`src/common/l1_cache_settings.svh`:
```
`ifndef L1_CACHE_SETTINGS_SVH
`define L1_CACHE_SETTINGS_SVH

// bus widths
`define ADDR_WIDTH      32
`define CPU_DATA_WIDTH  32
`define MEM_DATA_WIDTH  256

// address split, tag | index | byte offset
`define TAG_BITS        22
`define INDEX_BITS      5
`define OFFSET_BITS     5

// upper offset bits pick the word inside a line
`define WORD_SEL_BITS   3

`define LINE_COUNT      32

// valid bit, dirty bit and tag
`define TAG_ENTRY_BITS  24

`endif

```
`src/common/l1_cache_pkg.sv`:
```
package l1_cache_pkg;

	// controller states
	// idle waits for a cpu strobe
	// compare checks the registered tag read
	// writeback sends a dirty victim line to dram
	// allocate fetches the requested line from dram
	typedef enum logic [1:0] {
		ST_IDLE      = 2'd0,
		ST_COMPARE   = 2'd1,
		ST_WRITEBACK = 2'd2,
		ST_ALLOCATE  = 2'd3
	} ctrl_state_e;

endpackage

```
`src/common/cache_array_if.sv`:
```
`timescale 1ns/1ps

interface cache_array_if;

	// status from the datapath
	logic hit;
	logic victim_dirty;

	// control from the controller
	logic array_we;
	logic dirty_wr;
	logic fill_from_dram;
	logic victim_addr_sel;

	modport ctrl (
		input  hit,
		input  victim_dirty,
		output array_we,
		output dirty_wr,
		output fill_from_dram,
		output victim_addr_sel
	);

	modport dp (
		output hit,
		output victim_dirty,
		input  array_we,
		input  dirty_wr,
		input  fill_from_dram,
		input  victim_addr_sel
	);

endinterface

```
`src/l1_cache/l1_cache_controller.sv`:
```
`timescale 1ns/1ps

module l1_cache_controller
	import l1_cache_pkg::*;
(
	input  logic        clk_i,
	input  logic        rst_n_i,

	// cpu side
	input  logic        cache_cs_i,
	input  logic        cache_we_i,
	output logic        cache_ack_o,

	// dram side
	output logic        dram_cs_o,
	output logic        dram_we_o,
	input  logic        dram_ack_i,

	// datapath status and control
	cache_array_if.ctrl arr
);

	ctrl_state_e state_q;
	ctrl_state_e state_d;
	logic        ack_d;

	always_ff @(posedge clk_i or negedge rst_n_i) begin
		if (!rst_n_i) begin
			state_q     <= ST_IDLE;
			cache_ack_o <= 1'b0;
		end else begin
			state_q     <= state_d;
			cache_ack_o <= ack_d;
		end
	end

	// next state and ack
	always_comb begin
		state_d = state_q;
		ack_d   = 1'b0;
		case (state_q)
			ST_IDLE: begin
				// a strobe seen together with the ack belongs to the finished request
				if (cache_cs_i && !cache_ack_o) begin
					state_d = ST_COMPARE;
				end
			end
			ST_COMPARE: begin
				if (arr.hit) begin
					ack_d   = 1'b1;
					state_d = ST_IDLE;
				end else if (arr.victim_dirty) begin
					state_d = ST_WRITEBACK;
				end else begin
					state_d = ST_ALLOCATE;
				end
			end
			ST_WRITEBACK: begin
				if (dram_ack_i) begin
					state_d = ST_ALLOCATE;
				end
			end
			ST_ALLOCATE: begin
				// refilled line is visible in the next compare through write-first
				if (dram_ack_i) begin
					state_d = ST_COMPARE;
				end
			end
			default: begin
				state_d = ST_IDLE;
			end
		endcase
	end

	// array and dram strobes follow the state
	always_comb begin
		arr.array_we        = 1'b0;
		arr.dirty_wr        = 1'b0;
		arr.fill_from_dram  = 1'b0;
		arr.victim_addr_sel = 1'b0;
		dram_cs_o           = 1'b0;
		dram_we_o           = 1'b0;
		case (state_q)
			ST_COMPARE: begin
				// write hit merges the cpu word, line becomes dirty
				arr.array_we = arr.hit && cache_we_i;
				arr.dirty_wr = 1'b1;
			end
			ST_WRITEBACK: begin
				dram_cs_o           = 1'b1;
				dram_we_o           = 1'b1;
				arr.victim_addr_sel = 1'b1;
			end
			ST_ALLOCATE: begin
				dram_cs_o          = 1'b1;
				// store the fetched line clean
				arr.array_we       = dram_ack_i;
				arr.fill_from_dram = 1'b1;
			end
			default: begin
				arr.array_we = 1'b0;
			end
		endcase
	end

endmodule

```
`src/flat_wrapper.sv`:
```
// flat-port wrapper written by rule: the top's interface ports become plain ports
module l1_cache_controller_flat import l1_cache_pkg::*;
  (clk_i, rst_n_i, cache_cs_i, cache_we_i, cache_ack_o, dram_cs_o, dram_we_o, dram_ack_i, arr_hit, arr_victim_dirty, arr_array_we, arr_dirty_wr, arr_fill_from_dram, arr_victim_addr_sel);
  cache_array_if arr_i ();
  input  logic clk_i;
  input  logic rst_n_i;
  input  logic cache_cs_i;
  input  logic cache_we_i;
  output logic cache_ack_o;
  output logic dram_cs_o;
  output logic dram_we_o;
  input  logic dram_ack_i;
  input wire logic [$bits(arr_i.hit)-1:0] arr_hit;
  input wire logic [$bits(arr_i.victim_dirty)-1:0] arr_victim_dirty;
  output wire logic [$bits(arr_i.array_we)-1:0] arr_array_we;
  output wire logic [$bits(arr_i.dirty_wr)-1:0] arr_dirty_wr;
  output wire logic [$bits(arr_i.fill_from_dram)-1:0] arr_fill_from_dram;
  output wire logic [$bits(arr_i.victim_addr_sel)-1:0] arr_victim_addr_sel;
  assign arr_i.hit = arr_hit;
  assign arr_i.victim_dirty = arr_victim_dirty;
  assign arr_array_we = arr_i.array_we;
  assign arr_dirty_wr = arr_i.dirty_wr;
  assign arr_fill_from_dram = arr_i.fill_from_dram;
  assign arr_victim_addr_sel = arr_i.victim_addr_sel;
  l1_cache_controller u_core (.clk_i(clk_i), .rst_n_i(rst_n_i), .cache_cs_i(cache_cs_i), .cache_we_i(cache_we_i), .cache_ack_o(cache_ack_o), .dram_cs_o(dram_cs_o), .dram_we_o(dram_we_o), .dram_ack_i(dram_ack_i), .arr(arr_i));
endmodule
```
`config.mk`:
```
export PLATFORM = sky130hd
export DESIGN_NAME = l1_cache_controller_flat
export DESIGN_NICKNAME = d
export VERILOG_FILES = /design/src/common/l1_cache_settings.svh /design/src/common/l1_cache_pkg.sv /design/src/common/cache_array_if.sv /design/src/l1_cache/l1_cache_controller.sv /design/src/flat_wrapper.sv
export SDC_FILE = /design/constraint.sdc
export NUM_CORES = 1
export LEC_CHECK = 0
export ABC_AREA = 1
export BUFFER_PORTS_ARGS = -buffer_cell sky130_fd_sc_hd__buf_2
export CAP_MARGIN = 30
export CORE_AREA = 2 2 39 41
export DETAILED_ROUTE_END_ITERATION = 8
export DIE_AREA = 0 0 41 43
export GPL_ROUTABILITY_DRIVEN = 0
export PLACE_DENSITY = 0.44
export SYNTH_ARGS = -nofsm -noshare
export SYNTH_HDL_FRONTEND = slang
export SYNTH_SLANG_ARGS = --single-unit
```
`constraint.sdc`:
```
create_clock -name clk_i -period 1.3 [get_ports clk_i]
set_input_delay 0.065 -clock clk_i [delete_from_list [all_inputs] [get_ports clk_i]]
set_output_delay 0.065 -clock clk_i [all_outputs]
set_load 0.05 [all_outputs]
```
# Word level (Yosys, flattened, before mapping)
# Cells that the tools add are included.
# op_classes
eq_ne,6
n_mux,13
n_reduce_logical,6
# op_table
cell,count
2-bit 2-to-1 mux,4
2-bit case mux with 4 select lines,1
1-bit 2-to-1 mux,7
"2-bit == test, second input constant",2
"2-bit inequality test, second input constant",2
3-bit AND reduction,1
"2-bit by 1-bit == test with 1-bit output, second input constant",1
1-bit logical AND,2
2-bit logical NOT,1
"2-bit by 1-bit inequality test with 1-bit output, second input constant",1
1-bit case mux with 2 select lines,1
2-bit OR reduction,1
1-bit logical NOT,1
# totals
regBits,3
wordCells,27

# Longest topological paths before layout
# Gate-level depths: netlist (run 1).
# depth
word_depth,4
ltp_mapped,7

# Worst setup path after synthesis (run 1)
# No wires, ideal clock.
# synth_path
kind,register to output
start,register u_core.state_q[1]
end,output port arr_array_we
arrival_time_ns,2.232
required_ns,1.235
slack_ns,-0.997
path_stages_with_launch,5
path_buffers,0
path_cell_list,dfrtp_1 -> inv_1 -> ha_1 -> o21ai_0 -> o21ai_0
# synth_via
elab_chain_len,2
elab_cells_between_ends,3
cone_classes,2 x eq/ne; 1 x mux
# synth_rtl
item,line,source
start: declaration,l1_cache_controller.sv:23,ctrl_state_e state_q;
start signal: assignment,l1_cache_controller.sv:32,state_q <= state_d;
2-bit == test / 2-bit by 1-bit == test with 1-bit output (equally long branches),l1_cache_controller.sv:83,case (state_q)
1-bit case mux with 2 select lines (*),l1_cache_controller.sv:83,
end: declaration,flat_wrapper.sv:15,output wire logic [$bits(arr_i.array_we)-1:0] arr_array_we;
# Every way passes the cells marked *; elsewhere a longest branch is shown, timed or not.

# Final worst setup path (run 1)
# layout_path
start,register u_core.state_q[0]
end,output port arr_array_we
# Same word-level chain as after synthesis.

==> results of run 1 <==
==> synthesized netlist by cell type <==
cell type   n  share of area
nand2_1    11           0.15
inv_1       9           0.12
ha_1        5           0.23
dfrtp_1     3           0.28
o21ai_0     3          0.056
a21oi_1     2          0.037
nor2_1      2          0.028
nor2_2      2          0.046
buf_4       1          0.028
o21ai_1     1          0.019
==> logic make-up (layout without fill, tap and decap cells) <==
logic type	count (synthesis)	in the layout
compound gates	6	6
buf+inv	10	32
fa+ha+maj	5	5
flops	3	3
simple gates	15	15
==> registers in the layout (all words and copies together), names as in the netlist <==
register	cells
u_core.cache_ack_o	1
u_core.state_q	2
==> per-layer routing <==
metal  track usage  vias to the layer above
met5             0                        -
met4        0.0600                        0
met3        0.0785                        0
met1        0.0545                      145
met2         0.147                        9
li1              -                      161
==> cells in the final DEF, fill, tap and decap left out, types with 2 or more instances in the layout <==
cell type / n
o21ai_4: 2
buf_2: 8
inv_1: 5
buf_6: 2
nor2_1: 2
ha_4: 4
buf_4: 7
inv_2: 2
dfrtp_2: 2
nand2_1: 10
clkbuf_4: 4
==> through the flow <==
step | setup TNS [ns] | instance area, µm² | util | setup WS (ns) | hold slack (ns)
global route | -0.434 | 538 | 0.389 | -0.164 | 0.109
detailed placement | -0.0709 | 404 | 0.292 | -0.0709 | -0.136
floorplan | -0.259 | 319 | - | -0.0942 | -0.231
global placement | -0.0495 | 404 | 0.292 | -0.0495 | -0.135
finish | -0.211 | 538 | 0.389 | -0.109 | 0.106
CTS | -0.156 | 490 | 0.354 | -0.0816 | 0.0955
==> area by class of cell <==
| type | instances | area, µm² | share of cell area |
|---|---|---|---|
| multi-input combinational | 26 | 241 | 0.449 |
| timing repair buffer | 19 | 133 | 0.247 |
| sequential | 3 | 77.6 | 0.144 |
| inverter | 9 | 40.0 | 0.0744 |
| clock buffer | 4 | 26.3 | 0.0488 |
| tap | 16 | 20.0 | 0.0372 |
==> critical path: cells and delay by family, from the launching register on <==
kind | cells | cell delay, ns
flip-flops | 1 | 0.45
buffers and inverters | 2 | 0.32
AO/OA/AOI/OAI | 1 | 0.14
adder cells (fa/ha/maj) | 1 | 0.12
AND/OR/NAND/NOR | 1 | 0.07
==> worst min-delay path by stage <==
stage	start	end	cells after the start
finish	arr_victim_dirty	u_core.state_q[0]	4
floorplan	rst_n_i	u_core.cache_ack_o	0
global placement	rst_n_i	u_core.state_q[1]	1
detailed placement	rst_n_i	u_core.state_q[1]	1
CTS	arr_victim_dirty	u_core.state_q[0]	4
global route	arr_victim_dirty	u_core.state_q[0]	4
==> repair_timing <==
| item | in CTS | in global routing |
|---|---|---|
| endpoints found under the setup margin | 4 | 7 |
| setup buffers | 2 | 2 |
| endpoints found under the hold margin | 3 | 0 |
| pin swaps | 1 | 3 |
| gates resized for setup | 14 | 8 |
| hold buffers | 1 | 0 |
==> impl_summary.md, run 1 <==
Run status
The run finished, with violations left. The checks that failed: setup timing.

Routing
After detailed routing, the total wire length is around 770 µm. After detailed routing, the met3 layer carries ~48 µm of wire. For this block, wires on met1 add up to roughly 280 µm. The top layer used by detailed routing is met3. The total iterations of the first detailed-routing run is 1. The post-detailed-route via-to-cell ratio is 4.09. Dividing the detail-routed wire length by the instance count gives approximately 10 µm. In the routed design, unresolved DRC markers number 0.

After detailed routing, the met2 layer carries 442 µm of wire. The post-detailed-route count of antenna-violating nets is 0. The routed layout has approximately 320 vias. After the first detailed-routing iteration, the DRC count stood at 0.

Floorplanning
The overall die area is about 1800 µm². The floorplan step set the die width to 41 µm. The starting utilization of the core area is 0.195. The row count is 14. The die is around 43 µm tall.

14 I/O pins were placed. The area inside the core boundary is approximately 1400 µm².

Timing
At the pin with the least slew margin, the transition time is 0.248 ns. Headroom to the max-slew limit came out at 0.836. Timing would allow up to 0.710 GHz.

The final setup slack of the worst path is -0.109 ns. The final worst-path cycle share is 1.08. The post-layout minimum cycle time is between 1 and 1.5 ns. Setup violations remaining at the end of the flow were counted as 3.

The number of failing hold endpoints at the final stage was 0. Setup repair after global routing could not meet its margin everywhere. The number of pins with negative max-slew slack in the final report came to 0. The worst clock skew on the final layout is ~0.0022 ns.

Logic synthesis
For this run, the number of Yosys warnings is 0. The arithmetic-cell share of the synthesized area counting full adders, half adders and majority gates is 0.231. The netlist uses 10 different library cells. After technology mapping, the gate count stands at 39. Of the total synthesized cell area, the portion taken by AND, OR, NAND and NOR gates is 0.227. Of the total synthesized cell area, the portion taken by XOR and XNOR cells is 0.

The synthesized flop and latch total is 3. The portion of synthesized area spent on multiplexers is 0. Dividing the synthesized area by the synthesized cell count gives between 6 and 7 µm². The net count after synthesis is a little over 50. By area, the combinational part of the netlist is dominated by adder cells. In this run the cell area of the synthesized design comes to ~270 µm². The synthesized-area fraction occupied by ao, oa, aoi and oai cells was 0.111. For this run, the register share of the synthesized area comes to 0.278.

Critical path
The worst setup path is launched from a register. For the worst flop-to-flop path, the logic depth is 8. The critical path is of the register to output port type. In this run the worst setup path begins at u_core.state_q[0]. For the worst setup path, the data arrival time is approximately 1.3 ns. For flop-to-flop paths, the worst setup slack is -0.02 ns. Data on the critical path is required at its endpoint by 1.24 ns. The critical path goes through buf_4 > ha_4 > nand2_2 > o21ai_4 > buf_6. For this run, the slowest stage of the critical path takes 0.45 ns. The startpoint of the worst register-to-register path is u_core.state_q[1]. The endpoint of the worst setup timing path is arr_array_we. Of all nets on the critical path, the largest fanout is 5.

The nature of the critical path endpoint is an output port. The slowest stage of the critical path is the dfrtp_2 cell. The worst register-to-register path ends at u_core.state_q[0].

Layout
The count of inserted antenna diode cells is 0. From synthesis to final layout, the design area changed by 99.1%. The count of cells in the finished layout, fillers not included, comes to 77.

Of the cells placed in the final design, the portion with a size suffix greater than 1 is 0.623. The fill cell total of the finished layout is 147. After the last flow step, the layout net total stands at between 70 and 80.

Placement
The placed instance count is 68. The post-detailed-placement half-perimeter wirelength is ~500 µm. Port buffering added 13 buffers.

Clocking
Clock tree synthesis selected as its root buffer the cell clkbuf_4. TritonCTS built the clock tree. The CTS buffer count is 3.

The clock insertion delay at the later pin of the skew report is approximately 0.24 ns. CTS built an H-tree with a depth of 1. CTS saw 3 sinks. The number of buffers between clock root and the deepest sink is 2.

After clock tree synthesis, the clock-pin slew on the worst setup and hold paths is 0.04 ns.

Job
The number of violations of the max-capacitance limit is 0.

Global route
The first global-routing pass estimated between 900 and 1000 µm of wire. The remaining global-route overflow is 0. The largest net degree at the start of global routing is 6.

The number of antenna violations at the first check in global routing is 0. The number of global-route vias before repair was approximately 280. Across every metal layer, demand over resource in global routing totals 0.0883.

Hold path
The tightest min-delay check is of the primary input to register type.
Power of run 1 is left out: the tool's default activity adds up to more than one toggle a clock period on the data nets, which glitch-free logic cannot reach.
==> run 2: changes to the inputs <==
PLACE_DENSITY = 0.49   (was 0.44)
==> run 2 against run 1 <==
  * The run still ends with setup timing left
  * Final cell count down 1.3%
  * Clock skew is 0.00066 ns lower
  * Global-route usage grew 0.23 points
==> impl_summary.md, run 2 (same netlist as run 1, synthesis figures left out) <==
Critical path
The maximum fanout count along the critical path is 5 (unchanged). The startpoint class of the critical path is a register (unchanged). The biggest cell delay along the critical path is 0.44 ns (was 0.45 ns).

The setup slack on the worst flop-to-flop path was 0.02 ns (was -0.02 ns). The category of the most critical setup path is register to output port (unchanged). The master of the slowest instance on the critical path was dfrtp_2 (unchanged).

The kind of cell adding the most delay to the critical path is flip-flops (unchanged). The endpoint required time on the critical path is 1.24 ns (about the same). By instance count, the cell type seen most on the critical path is buf_6. The critical path buffer and inverter count came to 3 (was 2).

The nature of the critical path endpoint is an output port (unchanged). Critical path, cell by cell: buf_6 > ha_4 > nor2_4 > clkinvlp_4 > buf_6 (was buf_4 > ha_4 > nand2_2 > o21ai_4 > buf_6). The arrival time at the worst endpoint came to 1.32 ns (was 1.34 ns).

Clocking
The master cell of the clock root buffer is clkbuf_4 (unchanged). The number of buffers between clock root and the deepest sink is 2 (unchanged). The CTS buffer count is 3 (unchanged).

The CTS sink count is 3 (unchanged). The clock insertion delay at the later pin of the skew report is 0.23 ns (was 0.24 ns). The H-tree depth is 1 (unchanged). The clock-pin slew on the worst setup and hold paths was 0.04 ns (about the same). The TritonCTS clock tree is built (unchanged).

Routing
The total iterations of the first detailed-routing run is 4 (was 1). The post-detailed-route via-to-cell ratio is 3.83 (was 4.09). The count of routing violations after the opening detailed-route iteration is 6 (was 0). The via count was 291 (was 315).

The per-cell routed wire length is 8.58 µm (was 10.1 µm). The total DRC errors in the routed layout was 0 (unchanged). The aggregate routed wire length was 652 µm (was 774 µm). The post-detailed-route count of antenna-violating nets came to 0 (unchanged).

Floorplanning
The starting utilization of the core area is 0.195 (unchanged). The floorplan die height came to 43 µm (unchanged). The area inside the core boundary is 1380 µm² (unchanged).

The overall die area is 1760 µm² (unchanged). The width of the die was 41 µm (unchanged). The number of primary I/O pins is 14 (unchanged). The row count came to 14 (unchanged).

Timing
The number of failing hold endpoints at the final stage is 0 (unchanged). The transition time at the pin with the least slew margin is 0.250 ns (was 0.248 ns). The worst clock skew on the final layout came to 0.00152 ns (was 0.00218 ns). The final worst-path cycle share is 1.06 (was 1.08). The post-layout minimum cycle time is 1.38 ns (was 1.41 ns). The number of pins with negative max-slew slack in the final report came to 0 (unchanged). The final setup slack of the worst path is -0.0816 ns (was -0.109 ns). The achievable clock frequency was 0.724 GHz (was 0.710 GHz). The normalized max-slew margin came to 0.835 (was 0.836). The setup violation total in the final timing report is 2 (was 3). Setup repair after global routing missed its margin: yes (unchanged).

Global route
The number of antenna violations at the first check in global routing was 0 (unchanged). The remaining global-route overflow was 0 (unchanged). The largest net degree at the start of global routing is 6 (unchanged). The number of global-route vias before repair was 286 (was 278).

The all-layer global routing usage was 0.0905 (was 0.0883). The first-pass GRT wire length is 966 µm (was 938 µm).

Layout
The largest register by flop count is u_core.state_q (unchanged). Most frequent cells in the layout: buf_2 (11), nand2_1 (10), inv_1 (6) (was nand2_1 (10), buf_2 (8), buf_4 (7)). The count of inserted antenna diode cells came to 0 (unchanged).

The net count of the finished layout came to 73 (was 74). The number of flip-flops under the largest register name came to 2 (unchanged). The most common cell after layout, fill and taps aside is buf_2 (was nand2_1). Largest registers in the final layout: u_core.state_q (2), u_core.cache_ack_o (1) (unchanged). The growth of design area from synthesis to finish is 90.7% (was 99.1%). The fraction of final layout cells with drive strength greater than 1 is 0.583 (was 0.623). The utilization after layout is 0.373 (was 0.389).

The final standard cell count with taps included and fillers excluded was 76 (was 77).

Hold path
The class of the worst hold path is primary input to register (unchanged).

Run status
Result of the run: complete, but fails checks (unchanged). Failing checks: setup timing (unchanged).

Placement
The count of buffers from port buffering is 13 (unchanged). The placed instance count came to 69 (was 68). The post-detailed-placement half-perimeter wirelength is 508 µm (was 503 µm).

Job
The number of violations of the max-capacitance limit is 0 (unchanged).
run 2: cell types whose count changed in the layout (fill, tap and decap cells not counted):
cell / previous run / this run
o21ai_1: 1 / 2
buf_6: 2 / 3
inv_1: 5 / 6
buf_2: 8 / 11
buf_4: 7 / 3
clkbuf_4: 4 / 3
inv_2: 2 / 1
o21ai_4: 2 / 1
run 2: final cells by class:
class,count,area (µm²)
Multi-Input combinational cell,26,230
Inverter,9,40.0
Clock buffer,4,26.3
Fill cell,142,868
Tap cell,16,20.0
Timing Repair Buffer,18,121
Sequential cell,3,77.6
run 2: worst reg2reg max path, stage by stage, from the launching register on:
cell	delay (ns)
dfrtp_2	0.47
inv_4	0.11
ha_4	0.17
nor2_4	0.04
buf_4	0.13
nor2_1	0.11
nor2_2	0.05
nand2_1	0.06
nand2_1	0.05
run 2: path summary, 6_finish.rpt:
kind | startpoint | to | cells after the start
setup / recovery | u_core.state_q[1] | dram_cs_o | 5
hold / removal | arr_victim_dirty | u_core.state_q[0] | 4
setup reg to reg | u_core.state_q[0] | u_core.state_q[0] | 8
hold reg to reg | u_core.state_q[1] | u_core.state_q[1] | 2
max in group asynchronous | rst_n_i | u_core.state_q[0] | 2
min in group asynchronous | rst_n_i | u_core.state_q[1] | 2
run 2: routing by layer:
metal | GRT usage | routed length, µm
met5 | 0 | 0
met4 | 0.100 | 0
met3 | 0.0314 | 37
met2 | 0.166 | 383
met1 | 0.0518 | 232
run 2: stage by stage:
stage                     cell area, µm²  setup TNS, ns  setup WS (ns)  hold slack (ns)
after floorplan                      319         -0.259        -0.0942           -0.231
after global placement               412        -0.0376        -0.0376           -0.137
after detailed placement             412        -0.0629        -0.0629           -0.137
after CTS                            497         -0.154        -0.0839            0.113
after global routing                 515         -0.447         -0.139            0.141
final                                515         -0.134        -0.0816            0.121
run 2: timing repair:
action | 4_1_cts | 5_1_grt
hold buffers | 1 | 0
hold endpoints to repair | 3 | 0
resized for setup | 13 | 3
pin swaps | 2 | 1
buffers inserted | 2 | 0
endpoints found under the setup margin | 5 | 6
Power of run 2 is left out for the same reason.
